### src/common/pco_config.svh
// width settings for the pco sync node, included by the package and by modules using the widths
`ifndef PCO_CONFIG_SVH
`define PCO_CONFIG_SVH

// every pco/controller counter and threshold
`define CNTR_BITS 13

// encoded coupling sequence length, bit 0 goes out first
`define SEQ_BITS 64

// index into the encoded sequence
`define SEQ_IDX_BITS 6

`endif
### src/common/sync_pkg.sv
// shared types of the pco sync node; modules reference them as sync_pkg::name
`default_nettype none

`include "pco_config.svh"

package sync_pkg;

	// phase count and all configured thresholds
	typedef logic [`CNTR_BITS-1:0] cnt_t;

	// duty-cycling controller states
	typedef enum logic [2:0] {
		idle        = 3'd0, // reset state, waits for run
		desync      = 3'd1, // tracking pco resets
		sync_lead   = 3'd2, // locked as the fastest node
		sync_slave  = 3'd3, // locked to a faster node
		check_lead  = 3'd4, // duty window off, confirm lead
		check_slave = 3'd5  // duty window off, confirm slave
	} ctrl_state_e;

	// one pco event per cycle, pulse is a single-cycle strobe
	typedef struct packed {
		logic pulse;  // pco resets this cycle
		logic forced; // reset came from a coupling peak
		cnt_t phase;  // registered phase count
	} pco_event_t;

	// encoded coupling sequence
	typedef logic [`SEQ_BITS-1:0] seq_t;

endpackage

`default_nettype wire

### src/design/sync_node_top.sv
// top of the pco sync node, config values come in as static ports held by the user
`timescale 1ns/100ps
`default_nettype none

module sync_node_top (
	input  logic                  clk,
	input  logic                  greset_n,
	input  logic                  run,        // one enable for every block
	input  logic                  peak,       // coupling peak from outside
	input  logic                  design_sel,
	input  sync_pkg::cnt_t        ndelay,
	input  sync_pkg::cnt_t        nblackout,
	input  sync_pkg::cnt_t        ncstr,
	input  sync_pkg::cnt_t        npco,
	input  sync_pkg::cnt_t        nduty_lo,
	input  sync_pkg::cnt_t        nduty_hi,
	input  sync_pkg::cnt_t        npulse,
	input  sync_pkg::cnt_t        nduty,
	input  sync_pkg::seq_t        encoded,
	output logic                  pco_pulse,
	output logic                  pco_forced,
	output logic                  duty_out,
	output logic                  seq_out,
	output sync_pkg::ctrl_state_e state,
	output sync_pkg::cnt_t        phase
);

	sync_pkg::pco_event_t ev; // shared by controller and pulse generator

	assign pco_pulse  = ev.pulse;
	assign pco_forced = ev.forced;
	assign phase      = ev.phase;

	pco_core u_pco (
		.clk        (clk),
		.greset_n   (greset_n),
		.run        (run),
		.peak       (peak),
		.design_sel (design_sel),
		.nblackout  (nblackout),
		.ncstr      (ncstr),
		.npco       (npco),
		.ndelay     (ndelay),
		.ev         (ev)
	);

	// controller and pulse generator run side by side on the same pulses
	duty_ctrl u_ctrl (
		.clk      (clk),
		.greset_n (greset_n),
		.run      (run),
		.ev       (ev),
		.nduty_lo (nduty_lo),
		.nduty_hi (nduty_hi),
		.npulse   (npulse),
		.nduty    (nduty),
		.duty_out (duty_out),
		.state    (state)
	);

	pulse_gen u_pulse (
		.clk      (clk),
		.greset_n (greset_n),
		.run      (run),
		.ev       (ev),
		.encoded  (encoded),
		.seq_out  (seq_out)
	);

endmodule

`default_nettype wire

### src/design/pulse_gen.sv
// coupling pulse generator, plays the encoded sequence once after each pco pulse
`timescale 1ns/100ps
`default_nettype none

`include "pco_config.svh"

module pulse_gen (
	input  logic                 clk,
	input  logic                 greset_n,
	input  logic                 run,
	input  sync_pkg::pco_event_t ev,
	input  sync_pkg::seq_t       encoded,
	output logic                 seq_out
);

	localparam logic [`SEQ_IDX_BITS-1:0] IDX_LAST = '1;

	logic [`SEQ_IDX_BITS-1:0] idx; // sits at the last bit when idle

	assign seq_out = encoded[idx];

	// a pulse mid-sequence is dropped
	always_ff @(posedge clk) begin
		if (!greset_n) begin
			idx <= IDX_LAST;
		end else if (run) begin
			if (ev.pulse && (idx == IDX_LAST)) begin
				idx <= '0;
			end else if (idx != IDX_LAST) begin
				idx <= idx + 1'b1;
			end
		end
	end

endmodule

`default_nettype wire

### src/controller/duty_ctrl.sv
// duty-cycling controller, tracks pco resets to pick lead or slave and drives the duty window
`timescale 1ns/100ps
`default_nettype none

module duty_ctrl (
	input  logic                  clk,
	input  logic                  greset_n,
	input  logic                  run,
	input  sync_pkg::pco_event_t  ev,
	input  sync_pkg::cnt_t        nduty_lo,
	input  sync_pkg::cnt_t        nduty_hi,
	input  sync_pkg::cnt_t        npulse,
	input  sync_pkg::cnt_t        nduty,
	output logic                  duty_out,
	output sync_pkg::ctrl_state_e state
);

	sync_pkg::ctrl_state_e next_state;
	sync_pkg::cnt_t        cnt_lead;  // natural resets seen in desync
	sync_pkg::cnt_t        cnt_slave; // late forced resets seen in desync
	sync_pkg::cnt_t        cnt_duty;  // pco periods spent in a sync state
	logic                  natural_rst;
	logic                  forced_rst;
	logic                  in_sync;
	logic                  track_clr;
	logic                  duty_clr;

	assign natural_rst = ev.pulse && !ev.forced;
	assign forced_rst  = ev.pulse && ev.forced;
	assign in_sync     = (state == sync_pkg::sync_lead) || (state == sync_pkg::sync_slave);

	// duty window, one cycle behind its condition
	always_ff @(posedge clk) begin
		if (!greset_n) begin
			duty_out <= 1'b0;
		end else if (run) begin
			duty_out <= in_sync && (ev.phase >= nduty_lo) && (ev.phase <= nduty_hi);
		end
	end

	// reset tracker
	always_ff @(posedge clk) begin
		if (!greset_n) begin
			cnt_lead  <= '0;
			cnt_slave <= '0;
		end else if (run) begin
			if (track_clr) begin
				cnt_lead  <= '0;
				cnt_slave <= '0;
			end else if (state == sync_pkg::desync) begin
				if (forced_rst && (ev.phase > nduty_hi)) begin
					cnt_slave <= cnt_slave + 1'b1; // pulled in late, faster neighbour
				end else if (forced_rst) begin
					cnt_lead  <= '0; // early kick, likely a stray node
					cnt_slave <= '0;
				end else if (natural_rst) begin
					cnt_lead <= cnt_lead + 1'b1;
				end
			end
		end
	end

	// duty length counter, stops one past nduty
	always_ff @(posedge clk) begin
		if (!greset_n) begin
			cnt_duty <= '0;
		end else if (run) begin
			if (duty_clr) begin
				cnt_duty <= '0;
			end else if (ev.pulse && in_sync && (cnt_duty <= nduty)) begin
				cnt_duty <= cnt_duty + 1'b1;
			end
		end
	end

	always_ff @(posedge clk) begin
		if (!greset_n) begin
			state <= sync_pkg::idle;
		end else if (run) begin
			state <= next_state;
		end
	end

	always_comb begin
		next_state = state;
		track_clr  = 1'b0;
		duty_clr   = 1'b0;
		case (state)
			sync_pkg::idle: begin
				if (run) begin
					next_state = sync_pkg::desync;
					track_clr  = 1'b1;
				end
			end
			sync_pkg::desync: begin
				if (cnt_lead == npulse) begin
					next_state = sync_pkg::sync_lead;
					duty_clr   = 1'b1;
				end else if (cnt_slave == npulse) begin
					next_state = sync_pkg::sync_slave;
					duty_clr   = 1'b1;
				end
			end
			sync_pkg::sync_lead: begin
				if (cnt_duty > nduty) next_state = sync_pkg::check_lead;
			end
			sync_pkg::sync_slave: begin
				if (cnt_duty > nduty) next_state = sync_pkg::check_slave;
			end
			sync_pkg::check_lead: begin
				if (natural_rst) begin
					next_state = sync_pkg::sync_lead; // still the fastest
					duty_clr   = 1'b1;
				end else if (forced_rst) begin
					next_state = sync_pkg::desync;
					track_clr  = 1'b1;
				end
			end
			sync_pkg::check_slave: begin
				if (forced_rst) begin
					next_state = sync_pkg::sync_slave; // leader still there
					duty_clr   = 1'b1;
				end else if (natural_rst) begin
					next_state = sync_pkg::desync; // lost the leader
					track_clr  = 1'b1;
				end
			end
			default: next_state = sync_pkg::idle;
		endcase
	end

endmodule

`default_nettype wire

### src/pco/pco_core.sv
// pulse-coupled oscillator, counts phase on trigger ticks and fires on npco or on a late peak
`timescale 1ns/100ps
`default_nettype none

`include "pco_config.svh"

module pco_core (
	input  logic                 clk,
	input  logic                 greset_n,
	input  logic                 run,
	input  logic                 peak,       // async coupling peak
	input  logic                 design_sel, // forced reset restarts delay at 1
	input  sync_pkg::cnt_t       nblackout,
	input  sync_pkg::cnt_t       ncstr,
	input  sync_pkg::cnt_t       npco,
	input  sync_pkg::cnt_t       ndelay,
	output sync_pkg::pco_event_t ev
);

	logic [2:0]           peak_sync; // two sync flops plus previous sample
	sync_pkg::cnt_t       phase_q;
	logic [`CNTR_BITS:0]  phase_cstr; // one extra bit so the sum cannot wrap
	logic                 cpulse;
	logic                 cpulse_rst;
	logic                 tick;
	logic                 tick_rst;
	logic                 rst_forced;
	logic                 rst_natural;

	// rising edge of the synced peak, ignored inside the blackout
	assign cpulse = peak_sync[1] && !peak_sync[2] && (phase_q > nblackout);

	assign phase_cstr = {1'b0, phase_q} + {1'b0, ncstr};
	assign cpulse_rst = (phase_cstr >= {1'b0, npco});
	assign tick_rst   = (sync_pkg::cnt_t'(phase_q + 1'b1) == npco); // natural end of period

	assign rst_forced  = cpulse && cpulse_rst;
	assign rst_natural = tick && tick_rst;

	// event out, strobe bits straight from registered state
	assign ev.pulse  = rst_forced || rst_natural;
	assign ev.forced = rst_forced;
	assign ev.phase  = phase_q;

	always_ff @(posedge clk) begin
		if (!greset_n) begin
			peak_sync <= '0;
		end else if (run) begin
			peak_sync <= {peak_sync[1:0], peak};
		end
	end

	// phase counter starts at 1
	always_ff @(posedge clk) begin
		if (!greset_n) begin
			phase_q <= sync_pkg::cnt_t'(1);
		end else if (run) begin
			if (ev.pulse) begin
				phase_q <= sync_pkg::cnt_t'(1);
			end else if (cpulse) begin
				phase_q <= phase_q + ncstr; // coupling kick
			end else if (tick) begin
				phase_q <= phase_q + 1'b1;
			end
		end
	end

	pco_trigger u_trigger (
		.clk         (clk),
		.greset_n    (greset_n),
		.run         (run),
		.phase       (phase_q),
		.restart     (ev.pulse),
		.restart_one (design_sel && rst_forced),
		.ndelay      (ndelay),
		.tick        (tick)
	);

endmodule

`default_nettype wire

### src/pco/pco_trigger.sv
// delay and trigger counters of the pco, gives pco_core one tick per slowing trigger period
`timescale 1ns/100ps
`default_nettype none

module pco_trigger (
	input  logic           clk,
	input  logic           greset_n,
	input  logic           run,
	input  sync_pkg::cnt_t phase,       // current pco phase sets the trigger period
	input  logic           restart,     // pco reset this cycle
	input  logic           restart_one, // reload the delay counter with 1
	input  sync_pkg::cnt_t ndelay,
	output logic           tick
);

	sync_pkg::cnt_t cnt_del;  // initial delay after each pco reset
	sync_pkg::cnt_t cnt_trig; // divides by the current phase
	logic           del_done;
	logic           trig_wrap;

	assign del_done  = (cnt_del == ndelay);
	assign trig_wrap = (sync_pkg::cnt_t'(cnt_trig + 1'b1) == phase); // period grows with phase
	assign tick      = trig_wrap && del_done; // no ticks during the delay

	// delay counter, counts up once and holds at ndelay
	always_ff @(posedge clk) begin
		if (!greset_n) begin
			cnt_del <= '0;
		end else if (run) begin
			if (restart) begin
				cnt_del <= restart_one ? sync_pkg::cnt_t'(1) : '0; // design-select variant
			end else if (!del_done) begin
				cnt_del <= cnt_del + 1'b1;
			end
		end
	end

	// trigger counter, free running between wraps
	always_ff @(posedge clk) begin
		if (!greset_n) begin
			cnt_trig <= '0;
		end else if (run) begin
			if (restart || trig_wrap) begin
				cnt_trig <= '0;
			end else begin
				cnt_trig <= cnt_trig + 1'b1;
			end
		end
	end

endmodule

`default_nettype wire

### config.mk
export PLATFORM = sky130hd
export DESIGN_NAME = sync_node_top
export DESIGN_NICKNAME = d
export VERILOG_FILES = /design/src/common/sync_pkg.sv /design/src/design/sync_node_top.sv /design/src/design/pulse_gen.sv /design/src/controller/duty_ctrl.sv /design/src/pco/pco_core.sv /design/src/pco/pco_trigger.sv
export VERILOG_INCLUDE_DIRS = /design/src /design/src/common
export SDC_FILE = /design/constraint.sdc
export NUM_CORES = 1
export LEC_CHECK = 0
export BUFFER_PORTS_ARGS = -buffer_cell sky130_fd_sc_hd__buf_4
export CORE_MARGIN = 1.5
export CORE_UTILIZATION = 51
export DETAILED_ROUTE_END_ITERATION = 12
export PLACE_DENSITY = 0.85
export SLEW_MARGIN = 25
export SYNTH_ARGS = -nofsm -noshare
export SYNTH_HDL_FRONTEND = slang
export SYNTH_HIERARCHICAL = 1
export SYNTH_SLANG_ARGS = --single-unit
### constraint.sdc
create_clock -name clk -period 5.5 [get_ports clk]
set_input_delay 1.1 -clock clk [delete_from_list [all_inputs] [get_ports clk]]
set_output_delay 1.1 -clock clk [all_outputs]
set_load 0.01 [all_outputs]
; Word-level counts from Yosys, hierarchy flattened
; Index checks and enable logic that the tools add are counted.
[word_totals]
ramBits = 0
latchBits = 0
elab_cells = 119
input_bits = 173
reg_bits = 91
output_inout_bits = 20
romBits = 0
mem_count = 0
[classes]
div = 0
bitwise = 0
n_reduce_logical = 33
n_mux = 40
addsub = 9
shifts = 0
n_eq_ne = 19
n_lt_le_gt_ge = 8
multipliers = 0
[ops]
columns = op, count
row1 = $mux 13, 17
row2 = $add 13x1->13 const B, 6
row3 = $eq 13x13->1, 5
row4 = $gt 13x13->1, 3
row5 = $le 13x13->1, 2
row6 = $mux 3, 8
row7 = $pmux 3 s6, 1
row8 = $add 13x13->14, 1
row9 = $ge 14x13->1, 1
row10 = $logic_and 1x1->1, 14
row11 = $add 13x13->13, 1
row12 = $ge 13x13->1, 1
row13 = $mux 6, 2
row14 = $mux 1, 9
row15 = $reduce_bool 3->1, 3
row16 = $reduce_and 2->1, 4
row17 = $lt 6x7->1 const B, 1
row18 = $add 6x1->6 const B, 1
row19 = $bmux 1 s6, 1
row20 = $eq 3x2->1 const B, 2
row21 = $eq 3x3->1 const B, 2
row22 = $eq 6x6->1 const B, 1
row23 = $ne 2x2->1 const B, 3
row24 = $ne 3x1->1 const B, 2
row25 = 12 further kinds, 18

; Logic depth before layout (Yosys ltp)
[depth]
word_depth = 11
depth_mapped = 23
mapped_depth_nobuf = 21

; Hierarchy
; Netlist, hierarchy kept.
[by_module_without_submodules]
columns = mod, seq_area_each_um2, cells_per_inst, area_each_um2, instances
row1 = duty_ctrl, 860.8, 461, 3667.3, 1
row2 = pco_core, 320.3, 379, 2887.8, 1
row3 = pco_trigger, 520.5, 241, 1870.5, 1
row4 = pulse_gen, 120.1, 84, 872.1, 1

; Worst setup path after synthesis
; No wires, ideal clock.
[synth_path]
path_kind = input to register
startpoint = input ncstr[0]
endpoint = register u_ctrl.cnt_lead[10]
path_buffers = 2
stages = 21
t_required_ps = 5443
setup_ps = 57
arrival_ps = 5383
setup_slack_ps = 60
path_cell_list = ha_1 fa_1 a211o_1 o211ai_1 a21oi_1 o31a_1 o31ai_1 xnor2_1 ha_1 a211oi_1 o311ai_0 o31a_1 or2_2 buf_2 nand3_1 o31a_1 o211a_1 buf_2 nand2_1 nor4_1 a21o_1
[synth_via]
elab_chain_len = 10
word_cells_on_any_way = 21
classes_between = 1 x add/sub / 1 x order compare / 1 x eq/ne / 9 x mux / 9 x reduce/logical
[synth_rtl]
columns = item, line
row1 = from (decl), sync_node_top.sv:13  ; input sync_pkg::cnt_t ncstr,
row2 = $add 13x13->14 *, pco_core.sv:33  ; assign phase_cstr = {1'b0, phase_q} + {1'b0, ncstr};
row3 = $ge 14x13->1 *, pco_core.sv:34  ; assign cpulse_rst = (phase_cstr >= {1'b0, npco});
row4 = $logic_and 1x1->1 *, pco_core.sv:37  ; assign rst_forced = cpulse && cpulse_rst;
row5 = net u_pco.rst_forced, pco_core.sv:27  ; logic rst_forced;
row6 = $logic_or 1x1->1 *, pco_core.sv:41  ; assign ev.pulse = rst_forced || rst_natural;
row7 = net pco_pulse, sync_node_top.sv:20  ; output logic pco_pulse,
row8 = "$logic_and 1x1->1, on equally long branches", "duty_ctrl.sv:28, duty_ctrl.sv:29"
row9 = "$mux 1, on equally long branches", "duty_ctrl.sv:123, duty_ctrl.sv:114"
row10 = "$mux 1, on equally long branches", "duty_ctrl.sv:120, duty_ctrl.sv:111"
row11 = $pmux 1 s3, duty_ctrl.sv:88  ; case (state)
row12 = "$ne 2x1->1 (no line), or another cell as far along", n/a
row13 = $reduce_and 4->1 (no line), n/a
row14 = to (signal assigned), duty_ctrl.sv:57  ; cnt_lead <= cnt_lead + 1'b1;
row15 = to (decl), duty_ctrl.sv:19  ; sync_pkg::cnt_t cnt_lead;
; Mark *: on every way through the listed nets, which the timed path passes. The rest lies on a longest branch. The select of a mux whose other input is x is not followed.
; A chain may end at the register's enable or synchronous reset.

; Final worst setup path
[layout_path]
startpoint = input ncstr[0]
endpoint = output pco_pulse
[layout_via]
elab_chain_len = 4
[layout_rtl]
columns = item, line
row1 = $add 13x13->14, pco_core.sv:33
row2 = $ge 14x13->1, pco_core.sv:34
row3 = $logic_and 1x1->1, pco_core.sv:37
row4 = $logic_or 1x1->1, pco_core.sv:41
row5 = to (decl), sync_node_top.sv:20
; No other way between the ends.

==> results.yml <==
global_route:
  grt_util_met2_pct: 46.3
  busiest_layer: "met2"
  grtUsageMet3_pct: 3.36
  antenna_found_initial: 0
  met1_usage_pct: 34.1
  grt_max_degree: 56
  grt_overflow: 0
  grt_pass1_wl_um: 42800
  track_usage_pct: 27.0
  grt_pass1_vias: 8988
cts:
  clkLatencyLatePin_ns: 0.35
  numCtsBuffers: 9
  cts_tree: "done"
  path_clk_slew_ns: 0.07
  hold_buffers: 0
  htreeDepth: 3
  cts-root-buf: "clkbuf_16"
  clock-sinks: 91
  clockBufferDepth: 2
synth:
  ys_types: 94
  syn-num-nets: 1424
  yosys.area_share.xor_xnor_pct: 9.80
  yosys_most_used_dff: "dfxtp_1"
  syn_area_per_cell_um2: 7.98
  synth_area_um2: 9300
  ys_ff_latch: 91
  synth_cells: 1165
  synthMuxAreaShare_pct: 6.46
  synth_compound_area_share_pct: 20.3
  synth_top_family_by_area: "simple AND/OR/NAND/NOR gates"
  synth-seq-area-share_pct: 19.6
  synthAdderAreaFrac_pct: 11.7
  async_flop_share_pct: 0
  yosys_warnings: 6
  synth-edff-count: 0
  synth-simple-area-share_pct: 25.3
place:
  hpwl_um: 20700
  io_buffers: 192
  routabilityCongestion: 0.984
job:
  max_cap_viol_count: 0
detailed_routing:
  drt_iter0_markers: 821
  routedWlPerCell_um: 17.0
  drc: 0
  drtPass1Iterations: 6
  via_per_inst: 6.03
  vias: 9553
  drt-total-wl_um: 26900
  ant_nets: 0
timing:
  fin_worst_skew_ns: 0.0132
  finalCritPeriodShare_pct: 98.4
  rsz0062_at_grt: "true"
  hold_viol: 0
  fmax_ghz: 0.185
  slew_violations: 0
  worst_slew_pin_slew_ns: 0.867
  fin_crit_ns: 5.41
  relSlewSlack_pct: 42.1
  setup_viol: 0
setup_path:
  worstPathMaxFanout: 4
  path_class: "in -> out"
  critPathRequiredTime_ns: 4.40
  startpoint_type: "input pin"
  crit_arrival_ns: 4.31
  r2r_slack_ns: 0.38
  end_kind: "primary output"
power:
  worst_ir_drop_vdd_uv: 170
  p_total_w: 0.00200
  p_leak_nw: 5.22
  power.density_nw_per_um2: 177
die:
  die_area_um2: 19000
  io_pins: 193
  die_w_um: 138
  die_y_um: 138
  core.rowCount: 49
  core_um2: 17900
  start_util_pct: 51.9
finish:
  area_growth_syn_to_layout_pct: 21.8
  utilization_pct: 63.3
  drive_above_1_share_pct: 22.8
  antennaDiodeCount: 0
  fin_nets: 1609
outcome:
  outcome: "finished, final reports clean"
min_path:
  min-delay-path-class: "reg -> reg"
[synthesized netlist by cell type (all sizes together) (5+ instances only)]
| library cell | instances | area (um^2) |
|---|---|---|
| nand3 | 67 | 348 |
| xnor2 | 41 | 359 |
| and3 | 16 | 100 |
| o31a | 6 | 52.6 |
| nor2 | 86 | 355 |
| o21ai | 51 | 267 |
| a311oi | 5 | 43.8 |
| mux4 | 17 | 424 |
| or2 | 6 | 37.5 |
| a31oi | 17 | 106 |
| and4 | 9 | 80.1 |
| xor2 | 63 | 552 |
| a21oi | 60 | 315 |
| buf | 40 | 258 |
| o31ai | 6 | 45.0 |
| clkbuf | 18 | 67.6 |
| a21o | 24 | 181 |
| ha | 85 | 1060 |
| nor4 | 25 | 178 |
| a211oi | 7 | 67.6 |
| nand4 | 32 | 206 |
| o221ai | 9 | 104 |
| a22o | 10 | 87.6 |
| and2 | 11 | 68.8 |
| inv | 84 | 315 |
| o2bb2ai | 6 | 52.6 |
| nor2b | 22 | 148 |
| a2111oi | 8 | 103 |
| nand2b | 15 | 93.8 |
| o21a | 6 | 45.0 |
| mux2i | 15 | 150 |
| nor3 | 39 | 205 |
| o211ai | 9 | 67.6 |
| nand2 | 99 | 382 |
| dfxtp | 91 | 1820 |
[cell families after synthesis]
group | count (synthesis)
xor gates and xnor gates | 104
DFF | 91
buffers and inverters | 142
muxes | 34
and+or+nand+nor | 446
adders and majority gates | 86
AOI/OAI and AO/OA | 262
[worst max-delay path, cell delays in order]
cell,delay (ns)
buf_8,0.10
ha_4,0.15
fa_2,0.34
a211o_1,0.26
o211ai_1,0.15
a21oi_2,0.11
o31a_1,0.28
o31ai_2,0.24
xnor2_1,0.17
ha_1,0.29
a211oi_2,0.21
o311ai_1,0.13
o31a_1,0.34
or2_4,0.29
buf_6,0.13
[sequential cells by signal (all words and copies together), names as in the netlist]
signal	flops
u_ctrl/state	3
u_pco/u_trigger/cnt_del	13
u_ctrl/cnt_lead	13
u_pco/u_trigger/cnt_trig	13
u_pco/phase_q	13
u_ctrl/cnt_duty	13
u_ctrl/duty_out	1
u_pco/peak_sync	3
u_ctrl/cnt_slave	13
u_pulse/idx	6
[metrics by stage]
stage	setup slack [ns]	hold slack, ns	TNS (ns)	cell area [um^2]	cells
floorplan	0.0596	0.448	0	9300	1165
global placement	-0.109	0.451	-1.57	11000	1567
detailed placement	-0.178	0.468	-4.59	11000	1567
CTS	0.0106	0.488	0	11300	1583
global route	-0.00822	0.517	-0.00822	11300	1584
finish	0.0871	0.484	0	11300	1584
[power breakdown]
group / internal (W) / leakage [nW] / switching, W
sequential: 0.000683 / 0.736 / 0.0000708
combinational: 0.000350 / 4.35 / 0.000297
clock: 0.000321 / 0.132 / 0.000277
total: 0.00135 / 5.22 / 0.000645
[worst paths after layout]
| check | depth (start not counted) | startpoint | end |
|---|---|---|---|
| min | 1 | u_ctrl/cnt_lead[12]$_SDFFE_PN0P_ | u_ctrl/cnt_lead[12]$_SDFFE_PN0P_ |
| max reg2reg | 20 | u_pco/u_trigger/cnt_trig[0]$_SDFFE_PN0P_ | u_ctrl/cnt_slave[9]$_SDFFE_PN0P_ |
| min reg2reg | 1 | u_ctrl/cnt_lead[12]$_SDFFE_PN0P_ | u_ctrl/cnt_lead[12]$_SDFFE_PN0P_ |
| max | 15 | ncstr[0] | pco_pulse |
[routing by layer]
metal | up-vias | routed length [um]
met3 | 70 | 1770
met5 | - | 0
li1 | 4637 | -
met2 | 427 | 12900
met1 | 4419 | 11400
met4 | 0 | 885
[layout by cell type (no fill, tap or decap), drive strengths merged, types with 51 or more instances in the layout]
cell and n:
nor2 86, nand3 67, nand2 99, xor2 63, o21ai 51, buf 232, inv 85, a21oi 60
ha 85, dfxtp 91
[final cells by class]
class / count / area [um^2]
Inverter: 84 / 315
Clock inverter: 5 / 37.5
Sequential cell: 91 / 1820
Tap cell: 229 / 287
Timing Repair Buffer: 232 / 1750
Clock buffer: 11 / 243
Multi-Input combinational cell: 932 / 6870
Fill cell: 1509 / 6580
[timing repair]
| action | 4_1_cts | 5_1_grt |
|---|---|---|
| buffers inserted | 0 | 1 |
| cloned | 0 | 0 |
| pin swaps | 2 | 6 |
| resized for setup | 3 | 8 |
| endpoints found under the setup margin | 1 | 5 |
Power figures use the tool's default switching activity.
